$ cat src/ppwm_pkg.sv
package ppwm_pkg;

  // Channel count of the peripheral
  localparam int num_channels = 8;

  // 32-bit bus word, also used for periods, duties and counters
  typedef logic [31:0] data_t;

  // Byte address on the peripheral bus
  typedef logic [7:0] addr_t;

  // One bit per channel, used for enables, start pulses and pins
  typedef logic [num_channels-1:0] chan_bits_t;

  // Each channel owns a group of three word registers
  localparam addr_t chan_stride = 8'd12; // Bytes between register groups

  localparam addr_t off_enable = 8'd0; // Enable, only bit 0 stored
  localparam addr_t off_period = 8'd4; // Period in clk cycles
  localparam addr_t off_duty = 8'd8; // High cycles per period

  // First byte past the last channel group
  localparam addr_t map_size = addr_t'(num_channels) * chan_stride;

  // Live pin levels, bit c is channel c
  localparam addr_t status_addr = 8'h60;

endpackage

$ cat src/ppwm.sv
`timescale 1ns/1ps

module ppwm (
  input  logic                 clk,
  input  logic                 reset,
  input  logic                 cs,
  input  logic                 rd,
  input  logic                 wr,
  input  ppwm_pkg::addr_t      addr,
  input  ppwm_pkg::data_t      d_in,
  output ppwm_pkg::data_t      d_out,
  output ppwm_pkg::chan_bits_t pwm
);

  ppwm_pkg::chan_bits_t enable;
  ppwm_pkg::chan_bits_t start; // Restart pulse per channel
  ppwm_pkg::data_t      period [ppwm_pkg::num_channels];
  ppwm_pkg::data_t      duty [ppwm_pkg::num_channels];

  // Bus writes into the channel registers
  pwm_regs regs_i (
    .clk    (clk),
    .reset  (reset),
    .cs     (cs),
    .wr     (wr),
    .addr   (addr),
    .d_in   (d_in),
    .enable (enable),
    .period (period),
    .duty   (duty),
    .start  (start)
  );

  pwm_bank bank_i (
    .clk    (clk),
    .reset  (reset),
    .enable (enable),
    .start  (start),
    .period (period),
    .duty   (duty),
    .pwm    (pwm)
  );

  // Register and pin status reads
  pwm_readback readback_i (
    .clk    (clk),
    .reset  (reset),
    .cs     (cs),
    .rd     (rd),
    .wr     (wr),
    .addr   (addr),
    .enable (enable),
    .period (period),
    .duty   (duty),
    .pwm    (pwm),
    .d_out  (d_out)
  );

endmodule

$ cat src/pwm_bank.sv
`timescale 1ns/1ps

module pwm_bank (
  input  logic                 clk,
  input  logic                 reset,
  input  ppwm_pkg::chan_bits_t enable,
  input  ppwm_pkg::chan_bits_t start,
  input  ppwm_pkg::data_t      period [ppwm_pkg::num_channels],
  input  ppwm_pkg::data_t      duty [ppwm_pkg::num_channels],
  output ppwm_pkg::chan_bits_t pwm
);

  for (genvar c = 0; c < ppwm_pkg::num_channels; c++) begin : g_chan
    ppwm_pkg::data_t cnt; // Position inside the current period
    logic            run; // Channel enabled with a usable period
    logic            pin_q;

    assign run = enable[c] && (period[c] != '0);

    always_ff @(posedge clk) begin
      if (reset) begin
        cnt <= '0;
      end else if (start[c] || !run) begin
        cnt <= '0; // Restart or idle
      end else if (cnt >= period[c] - 1) begin
        cnt <= '0; // Wrap, also after a shorter period is written
      end else begin
        cnt <= cnt + 1;
      end
    end

    // Pin lags the counter by one cycle
    always_ff @(posedge clk) begin
      if (reset) begin
        pin_q <= 1'b0;
      end else begin
        pin_q <= run && (cnt < duty[c]);
      end
    end

    assign pwm[c] = pin_q;

    // Turning a channel off drops its pin at the next edge
    a_off_low : assert property (
      @(posedge clk) disable iff (reset)
      !enable[c] |=> !pwm[c]
    );

    // Counter never reaches the period once the period has settled
    a_cnt_range : assert property (
      @(posedge clk) disable iff (reset)
      run && $stable(period[c]) |-> cnt < period[c]
    );
  end

endmodule

$ cat src/pwm_readback.sv
`timescale 1ns/1ps

module pwm_readback (
  input  logic                 clk,
  input  logic                 reset,
  input  logic                 cs,
  input  logic                 rd,
  input  logic                 wr,
  input  ppwm_pkg::addr_t      addr,
  input  ppwm_pkg::chan_bits_t enable,
  input  ppwm_pkg::data_t      period [ppwm_pkg::num_channels],
  input  ppwm_pkg::data_t      duty [ppwm_pkg::num_channels],
  input  ppwm_pkg::chan_bits_t pwm,
  output ppwm_pkg::data_t      d_out
);

  ppwm_pkg::addr_t rd_chan;
  ppwm_pkg::addr_t rd_off;
  ppwm_pkg::data_t rd_val; // Value of the addressed location

  assign rd_chan = addr / ppwm_pkg::chan_stride;
  assign rd_off = addr % ppwm_pkg::chan_stride;

  always_comb begin
    rd_val = '0; // Unmapped reads give zero
    if (addr == ppwm_pkg::status_addr) begin
      rd_val = ppwm_pkg::data_t'(pwm);
    end else if (addr < ppwm_pkg::map_size) begin
      for (int c = 0; c < ppwm_pkg::num_channels; c++) begin
        if (rd_chan == ppwm_pkg::addr_t'(c)) begin
          case (rd_off)
            ppwm_pkg::off_enable: rd_val = ppwm_pkg::data_t'(enable[c]);
            ppwm_pkg::off_period: rd_val = period[c];
            ppwm_pkg::off_duty: rd_val = duty[c];
            default: rd_val = '0; // Misaligned offset
          endcase
        end
      end
    end
  end

  // Read data is valid for the single cycle after the request
  always_ff @(posedge clk) begin
    if (reset) begin
      d_out <= '0;
    end else begin
      d_out <= (cs && rd) ? rd_val : '0;
    end
  end

  // Bus master never issues a read and a write together
  a_no_rd_wr : assert property (
    @(posedge clk) disable iff (reset)
    cs |-> !(rd && wr)
  );

endmodule

$ cat src/pwm_regs.sv
`timescale 1ns/1ps

module pwm_regs (
  input  logic                 clk,
  input  logic                 reset,
  input  logic                 cs,
  input  logic                 wr,
  input  ppwm_pkg::addr_t      addr,
  input  ppwm_pkg::data_t      d_in,
  output ppwm_pkg::chan_bits_t enable,
  output ppwm_pkg::data_t      period [ppwm_pkg::num_channels],
  output ppwm_pkg::data_t      duty [ppwm_pkg::num_channels],
  output ppwm_pkg::chan_bits_t start
);

  ppwm_pkg::addr_t      wr_chan; // Channel index of the write
  ppwm_pkg::addr_t      wr_off; // Byte offset inside the group
  logic                 wr_hit; // Write lands inside the channel map
  ppwm_pkg::chan_bits_t sel_enable;
  ppwm_pkg::chan_bits_t sel_period;
  ppwm_pkg::chan_bits_t sel_duty;

  assign wr_chan = addr / ppwm_pkg::chan_stride;
  assign wr_off = addr % ppwm_pkg::chan_stride;
  assign wr_hit = cs && wr && (addr < ppwm_pkg::map_size);

  // Per channel write strobes; offsets not on a word boundary select nothing
  always_comb begin
    sel_enable = '0;
    sel_period = '0;
    sel_duty = '0;
    for (int c = 0; c < ppwm_pkg::num_channels; c++) begin
      if (wr_hit && (wr_chan == ppwm_pkg::addr_t'(c))) begin
        sel_enable[c] = (wr_off == ppwm_pkg::off_enable);
        sel_period[c] = (wr_off == ppwm_pkg::off_period);
        sel_duty[c] = (wr_off == ppwm_pkg::off_duty);
      end
    end
  end

  // Enable bits and the restart pulse
  always_ff @(posedge clk) begin
    if (reset) begin
      enable <= '0;
      start <= '0;
    end else begin
      for (int c = 0; c < ppwm_pkg::num_channels; c++) begin
        start[c] <= sel_enable[c] && d_in[0] && !enable[c]; // Rising enable only
        if (sel_enable[c]) begin
          enable[c] <= d_in[0];
        end
      end
    end
  end

  // Period and duty words
  always_ff @(posedge clk) begin
    if (reset) begin
      for (int c = 0; c < ppwm_pkg::num_channels; c++) begin
        period[c] <= '0;
        duty[c] <= '0;
      end
    end else begin
      for (int c = 0; c < ppwm_pkg::num_channels; c++) begin
        if (sel_period[c]) begin
          period[c] <= d_in;
        end
        if (sel_duty[c]) begin
          duty[c] <= d_in;
        end
      end
    end
  end

  // A start pulse marks exactly the cycle in which a channel turned on
  for (genvar c = 0; c < ppwm_pkg::num_channels; c++) begin : g_chk
    a_start_on_rise : assert property (
      @(posedge clk) disable iff (reset)
      start[c] |-> enable[c] && !$past(enable[c])
    );
  end

endmodule

$ cat config.mk
export PLATFORM = sky130hd
export DESIGN_NAME = ppwm
export DESIGN_NICKNAME = d
export VERILOG_FILES = /design/src/ppwm_pkg.sv /design/src/ppwm.sv /design/src/pwm_bank.sv /design/src/pwm_readback.sv /design/src/pwm_regs.sv
export SDC_FILE = /design/constraint.sdc
export NUM_CORES = 2
export LEC_CHECK = 0
export BUFFER_PORTS_ARGS = -buffer_cell sky130_fd_sc_hd__buf_2
export CELL_PAD_IN_SITES_DETAIL_PLACEMENT = 0
export CELL_PAD_IN_SITES_GLOBAL_PLACEMENT = 2
export CORE_UTILIZATION = 39
export CTS_CLUSTER_DIAMETER = 80
export CTS_CLUSTER_SIZE = 10
export DETAILED_ROUTE_END_ITERATION = 16
export PLACE_DENSITY = 0.88
export SLEW_MARGIN = 20
export SYNTH_ARGS = -nofsm -noshare
export SYNTH_HDL_FRONTEND = slang
export SYNTH_SLANG_ARGS = --single-unit
$ cat constraint.sdc
create_clock -name clk -period 6 [get_ports clk]
set_input_delay 0.3 -clock clk [delete_from_list [all_inputs] [get_ports clk]]
set_output_delay 0.3 -clock clk [all_outputs]
set_load 0.005 [all_outputs]
== Word level (Yosys, flattened, before mapping) ==
Cells that the tools add are included.

* Bits in registers: 824
* Input bits: 45

* Add/sub/neg operators: 16
* Divide/modulo/power cells: 2
* Order comparisons: 17
* Equality and inequality tests: 10
* Mux-type cells: 42
* Bitwise logic cells: 2
* Reduce and logical (&&, ||, !) cells: 87

{| class="wikitable"
|+ Operators with widths
! cell !! number
|-
| 32-bit case mux with 3 select lines || 8
|-
| 32-bit by 1-bit adder with 32-bit output (second input constant) || 8
|-
| 32-bit >= comparator || 8
|-
| 32-bit < comparator || 8
|-
| 32-bit two-way mux || 8
|-
| 32-bit nonzero test || 8
|-
| 32-bit by 1-bit subtractor with 32-bit output (second input constant) || 8
|-
| 1-bit logical AND || 43
|-
| 8-bit by 3-bit == test with 1-bit output (second input constant) || 5
|-
| 1-bit two-way mux || 24
|-
| 3-bit OR reduction || 8
|-
| 8-bit by 2-bit == test with 1-bit output (second input constant) || 2
|-
| 1-bit logical NOT || 16
|-
| 8-bit logical NOT || 2
|-
| 8-bit two-way mux || 2
|-
| 8-bit by 4-bit divider with 8-bit output (second input constant) || 1
|-
| 8-bit by 1-bit == test with 1-bit output (second input constant) || 1
|-
| 8-bit by 4-bit == test with 1-bit output (second input constant) || 1
|-
| 8-bit by 7-bit == test with 1-bit output (second input constant) || 1
|-
| 1-bit logical OR || 8
|-
| 8-bit by 7-bit < comparator with 1-bit output (second input constant) || 1
|-
| 8-bit by 4-bit modulo with 8-bit output (second input constant) || 1
|-
| 4-bit OR reduction || 1
|-
| 1-bit inverter || 2
|-
| 2-bit OR reduction || 1
|}

== Longest topological paths before layout ==
* Depth in word-level cells: 13
* Gate-level depth with buffers: 18
* Gate-level depth less buffers: 17

== Cells and area by module ==
From an unflattened synthesis, not the netlist that was laid out.

* Cells, all modules: 6512
* Area, all modules: 53367.4 um^2

{| class="wikitable"
|+ Modules (own cells, without submodules)
! module !! times used !! cells an instance !! area each (um^2)
|-
| pwm_bank || 1 || 3434 || 27089.7
|-
| pwm_regs || 1 || 2178 || 19911.6
|-
| pwm_readback || 1 || 900 || 6366.1
|}

== Worst setup path before layout ==
No wires, ideal clock.

* Kind: flip-flop to flip-flop
* Start point: register regs_i.period[34] (netlist name)
* End point: register bank_i.g_chan[6].cnt[23]
* Data arrival time: 4545 ps
* Data required time: 5885 ps
* Path slack: 1340 ps
* Cell stages (with the launch flop): 18
* Period minus slack after synthesis: 4660 ps
* Path through: dfxtp_1 or3_4 or4_1 nor3_1 nand2b_1 or3_1 or2_2 nor3_1 nand2_1 xor2_1 ha_1 nand4_1 nor4_1 o21ai_0 or4_1 nand4_4 buf_6 nor2_1

* Word-level cells in the longest chain between the ends: 5

{| class="wikitable"
|+ Ends and longest elaborated chain
! what !! RTL line !! text
|-
| start, declared || pwm_regs.sv:11 || <nowiki>output ppwm_pkg::data_t period [ppwm_pkg::num_channels],</nowiki>
|-
| start signal, assigned by index || pwm_regs.sv:66 || <nowiki>period[c] <= d_in;</nowiki>
|-
| branches (longest 4 deep; another with 32-bit by 1-bit subtractor with 32-bit output) || - ||
|-
| 3-bit OR reduction (no source line) * || - ||
|-
| end signal, assigned || pwm_bank.sv:28 || <nowiki>cnt <= cnt + 1;</nowiki>
|-
| end, declared || pwm_bank.sv:14 || <nowiki>ppwm_pkg::data_t cnt;</nowiki>
|}

Every way passes the cells marked *.
A chain may end at the register's enable or synchronous reset.

== Worst setup path after layout ==
* Start point: register regs_i.period[34] (netlist name)
* End point: register bank_i.g_chan[6].cnt[14]

The elaborated chain is that of the path after synthesis.

==> reports/qor.csv <==
stage,metric,value,unit
run_status,outcome,"finished, final reports clean",
floorplan,core area,127400,um^2
timing,final setup fails,0,
min_path,hold crit path type,in2reg,
route,uppermost layer routed,met5,
timing,RSZ-0062 raised after global routing,no,
setup_path,crit-path max FO,32,
setup_path,Worst EP arrival,6.05,ns
logic_synthesis,"EDFF count, synth",0,
clocking,"Reg clk slew, reported paths",0.06,ns
route,Routed Antenna Nets,0,
timing,Worst Skew,0.04226,ns
min_path,Hold Crit Start,cs,
timing,Final Cycle Share,91.42,%
clocking,Post-CTS Resized,0,
logic_synthesis,sequential area share after synthesis,32.97,%
global_routing,initial antenna violation count,17,
route,Via density,5.720,
timing,worst hold slack,0.1208,ns
global_routing,GRT Util Overall,29.33,%
clocking,CTS root buf,clkbuf_16,
setup_path,WP data required,6.56,ns
clocking,total CTS buffers,95,
clocking,CTS max path bufs,3,
timing,Final Hold Viols,0,
floorplan,Site Rows,131,
route,DRC,0,
logic_synthesis,syn avg cell area,7.674,um^2
setup_path,R2R Setup Slk,0.51,ns
route,DR pass1 iterations,8,
clocking,H-tree levels,3,
floorplan,io pins,85,
logic_synthesis,syn nets,7084,
timing,worst slew pin tran,1.169,ns
setup_path,CP endpoint kind,flop,
power,Leak Pwr,21.25,nW
clocking,CTS tree,yes,
setup_path,R2R depth,16,
floorplan,effective utilization at floorplan,39.28,%
global_routing,grt total ovfl,0,
logic_synthesis,Most used DFF post-synth,dfxtp_1,
route,met2 wire len,86.08,mm
global_routing,first-pass GRT wire length,287.9,mm
final_layout,"commonest non-fill, non-tap cell in the layout",nand2_1,
logic_synthesis,ys async rst share,0,%
logic_synthesis,Seq cells post-synth,824,
logic_synthesis,Netlist Area Pre-Place,50030,um^2
final_layout,fin nets,6950,
logic_synthesis,Yosys warning count,0,
final_layout,layout cells sized above 1,4.954,%
floorplan,Die Span X,360.2,um
clocking,"Setup Fix Bufs, Post-CTS",0,
setup_path,CP Launch Point,regs_i.period[34]$_SDFFE_PP0P_,
route,met3 wire length,13.48,mm
global_routing,largest net degree at the start of global routing,186,
power,maximum vdd drop,203.2,uV
placed_design,placer congestion estimate,0.9455,
floorplan,die area,129700,um^2
timing,Final Max Slew Viols,0,
setup_path,Critical path destination,bank_i.g_chan[6].cnt[14]$_SDFF_PP0_,
logic_synthesis,post-synthesis cell type count,74,
route,wire per inst,24.14,um
logic_synthesis,Mapped Cells,6519,
setup_path,CP Launch Type,flop,
power,Power Density,210.2,nW/um^2
route,DR vias,46140,
clocking,CTS sink cnt,824,
setup_path,FF-to-FF End,bank_i.g_chan[6].cnt[14]$_SDFF_PP0_,
timing,Slew Limit Headroom,21.25,%
job,Max Cap Viol,0,
setup_path,FF-to-FF Start,regs_i.period[34]$_SDFFE_PP0P_,
placed_design,post-detail-place hpwl,138.6,mm
route,DRT met1 WL,86.50,mm
timing,Max Fclk,182.3,MHz
route,Iter 0 DRT Violations,4989,
final_layout,"commonest cells after routing, fill and taps aside","nand2_1, dfxtp_1, a21oi_1",
placed_design,# port buffers,84,
setup_path,Crit Path Class,reg2reg,
route,detailed-route wire length,194.7,mm
timing,Final min period,5.485,ns
global_routing,vias in the first global route,43090,
floorplan,Die H,360.2,um
timing,Setup TNS,0,ns
clocking,worst skew pair latency,0.72,ns
final_layout,area growth from synthesis to layout,8.754,%
[sequential cells by signal (all words and copies together) (netlist names)]
register,cells
bank_i.g_chan.pin_q,8
readback_i.d_out,32
regs_i.enable,8
regs_i.period,256
regs_i.duty,256
bank_i.g_chan.cnt,256
regs_i.start,8
[through the flow]
stage               area, um^2  util (%)  power [mW]  worst slack (ns)  instances
floorplan                50030         -       5.867             1.340       6519
global placement         51750     40.64       6.139            0.5981       7949
detailed placement       51760     40.64       6.138            0.5694       7949
CTS                      54390     42.71       11.49            0.5298       8061
global route             54390     42.71       11.71            0.1455       8061
finish                   54400     42.72       11.44            0.5146       8066
[cells by family (layout without fill, tap and decap cells)]
kind of cell	Yosys count	after routing	synth area share, %
simple gates	2554	2554	22.74
compound gates	1451	1451	17.52
flops	824	824	32.97
buf+inv	685	565	5.262
fa+ha+maj	520	520	13.01
xor+xnor	482	482	8.439
mux	3	3	0.06253
other cells	0	5	0
[critical path: stages, from the launching register on]
cell	delay [ns]
dfxtp_1	0.37
or3_4	0.41
or4_1	0.47
nor3_1	0.33
nand2b_1	0.20
or3_1	0.46
or2_2	0.36
nor3_1	0.34
nand2_1	0.11
xor2_1	0.16
ha_1	0.30
nand4_1	0.15
nor4_1	0.40
o21ai_0	0.21
or4_1	0.61
nand4_4	0.32
nor2_1	0.10
[worst min path at each step]
stage               cells after the start                              to
finish                                  5  readback_i.d_out[3]$_SDFF_PP0_
global placement                        2   regs_i.duty[134]$_SDFFE_PP0P_
floorplan                               2  readback_i.d_out[0]$_SDFF_PP0_
detailed placement                      2   regs_i.duty[131]$_SDFFE_PP0P_
CTS                                     5  readback_i.d_out[3]$_SDFF_PP0_
global route                            5  readback_i.d_out[2]$_SDFF_PP0_
[cells in the mapped netlist, drive strengths merged (29+ instances only)]
library cell	count	area [um^2]
o21ai	181	905.9
dfxtp	824	16500
buf	32	181.4
xor2	229	2006
nand2b	54	337.8
a221o	29	290.3
inv	302	1134
nor4	67	419.2
nor3	119	600.6
nor2	485	1821
nand4	110	703.2
a21oi	717	3588
nand3	139	695.7
a21o	139	1044
a221oi	32	280.3
or3	39	259.0
and4	34	297.8
clkbuf	350	1314
xnor2	253	2216
nand2	1312	4925
ha	520	6506
a22oi	119	893.4
nor2b	54	337.8
and3	61	381.6
o22ai	57	356.6
[area by class of cell]
cell class	instances	area [um^2]
Antenna cell	5	12.51
Multi-Input combinational cell	5010	31080
Tap cell	1662	2079
Fill cell	12960	72950
Sequential cell	824	16500
Clock inverter	8	123.9
Clock buffer	103	2500
Inverter	303	1137
Timing Repair Buffer	151	973.4
[where the power goes]
part           total (mW)  internal (mW)  switching [mW]
clock                5.40           2.99            2.40
combinational       0.563         0.0931           0.470
sequential           5.48           5.47         0.00256
[routing by layer]
metal | GRT usage (%) | vias to the layer above
met3 | 3.922 | 349
met2 | 46.02 | 1624
li1 | - | 22180
met4 | 11.86 | 6
met5 | 0 | -
met1 | 40.34 | 21980
[timing repair]
action	CTS	global route
hold endpoints to repair	21	0
hold buffers	1	0
setup endpoints to repair	0	0
No activity file was read; power rests on OpenSTA's default activity.
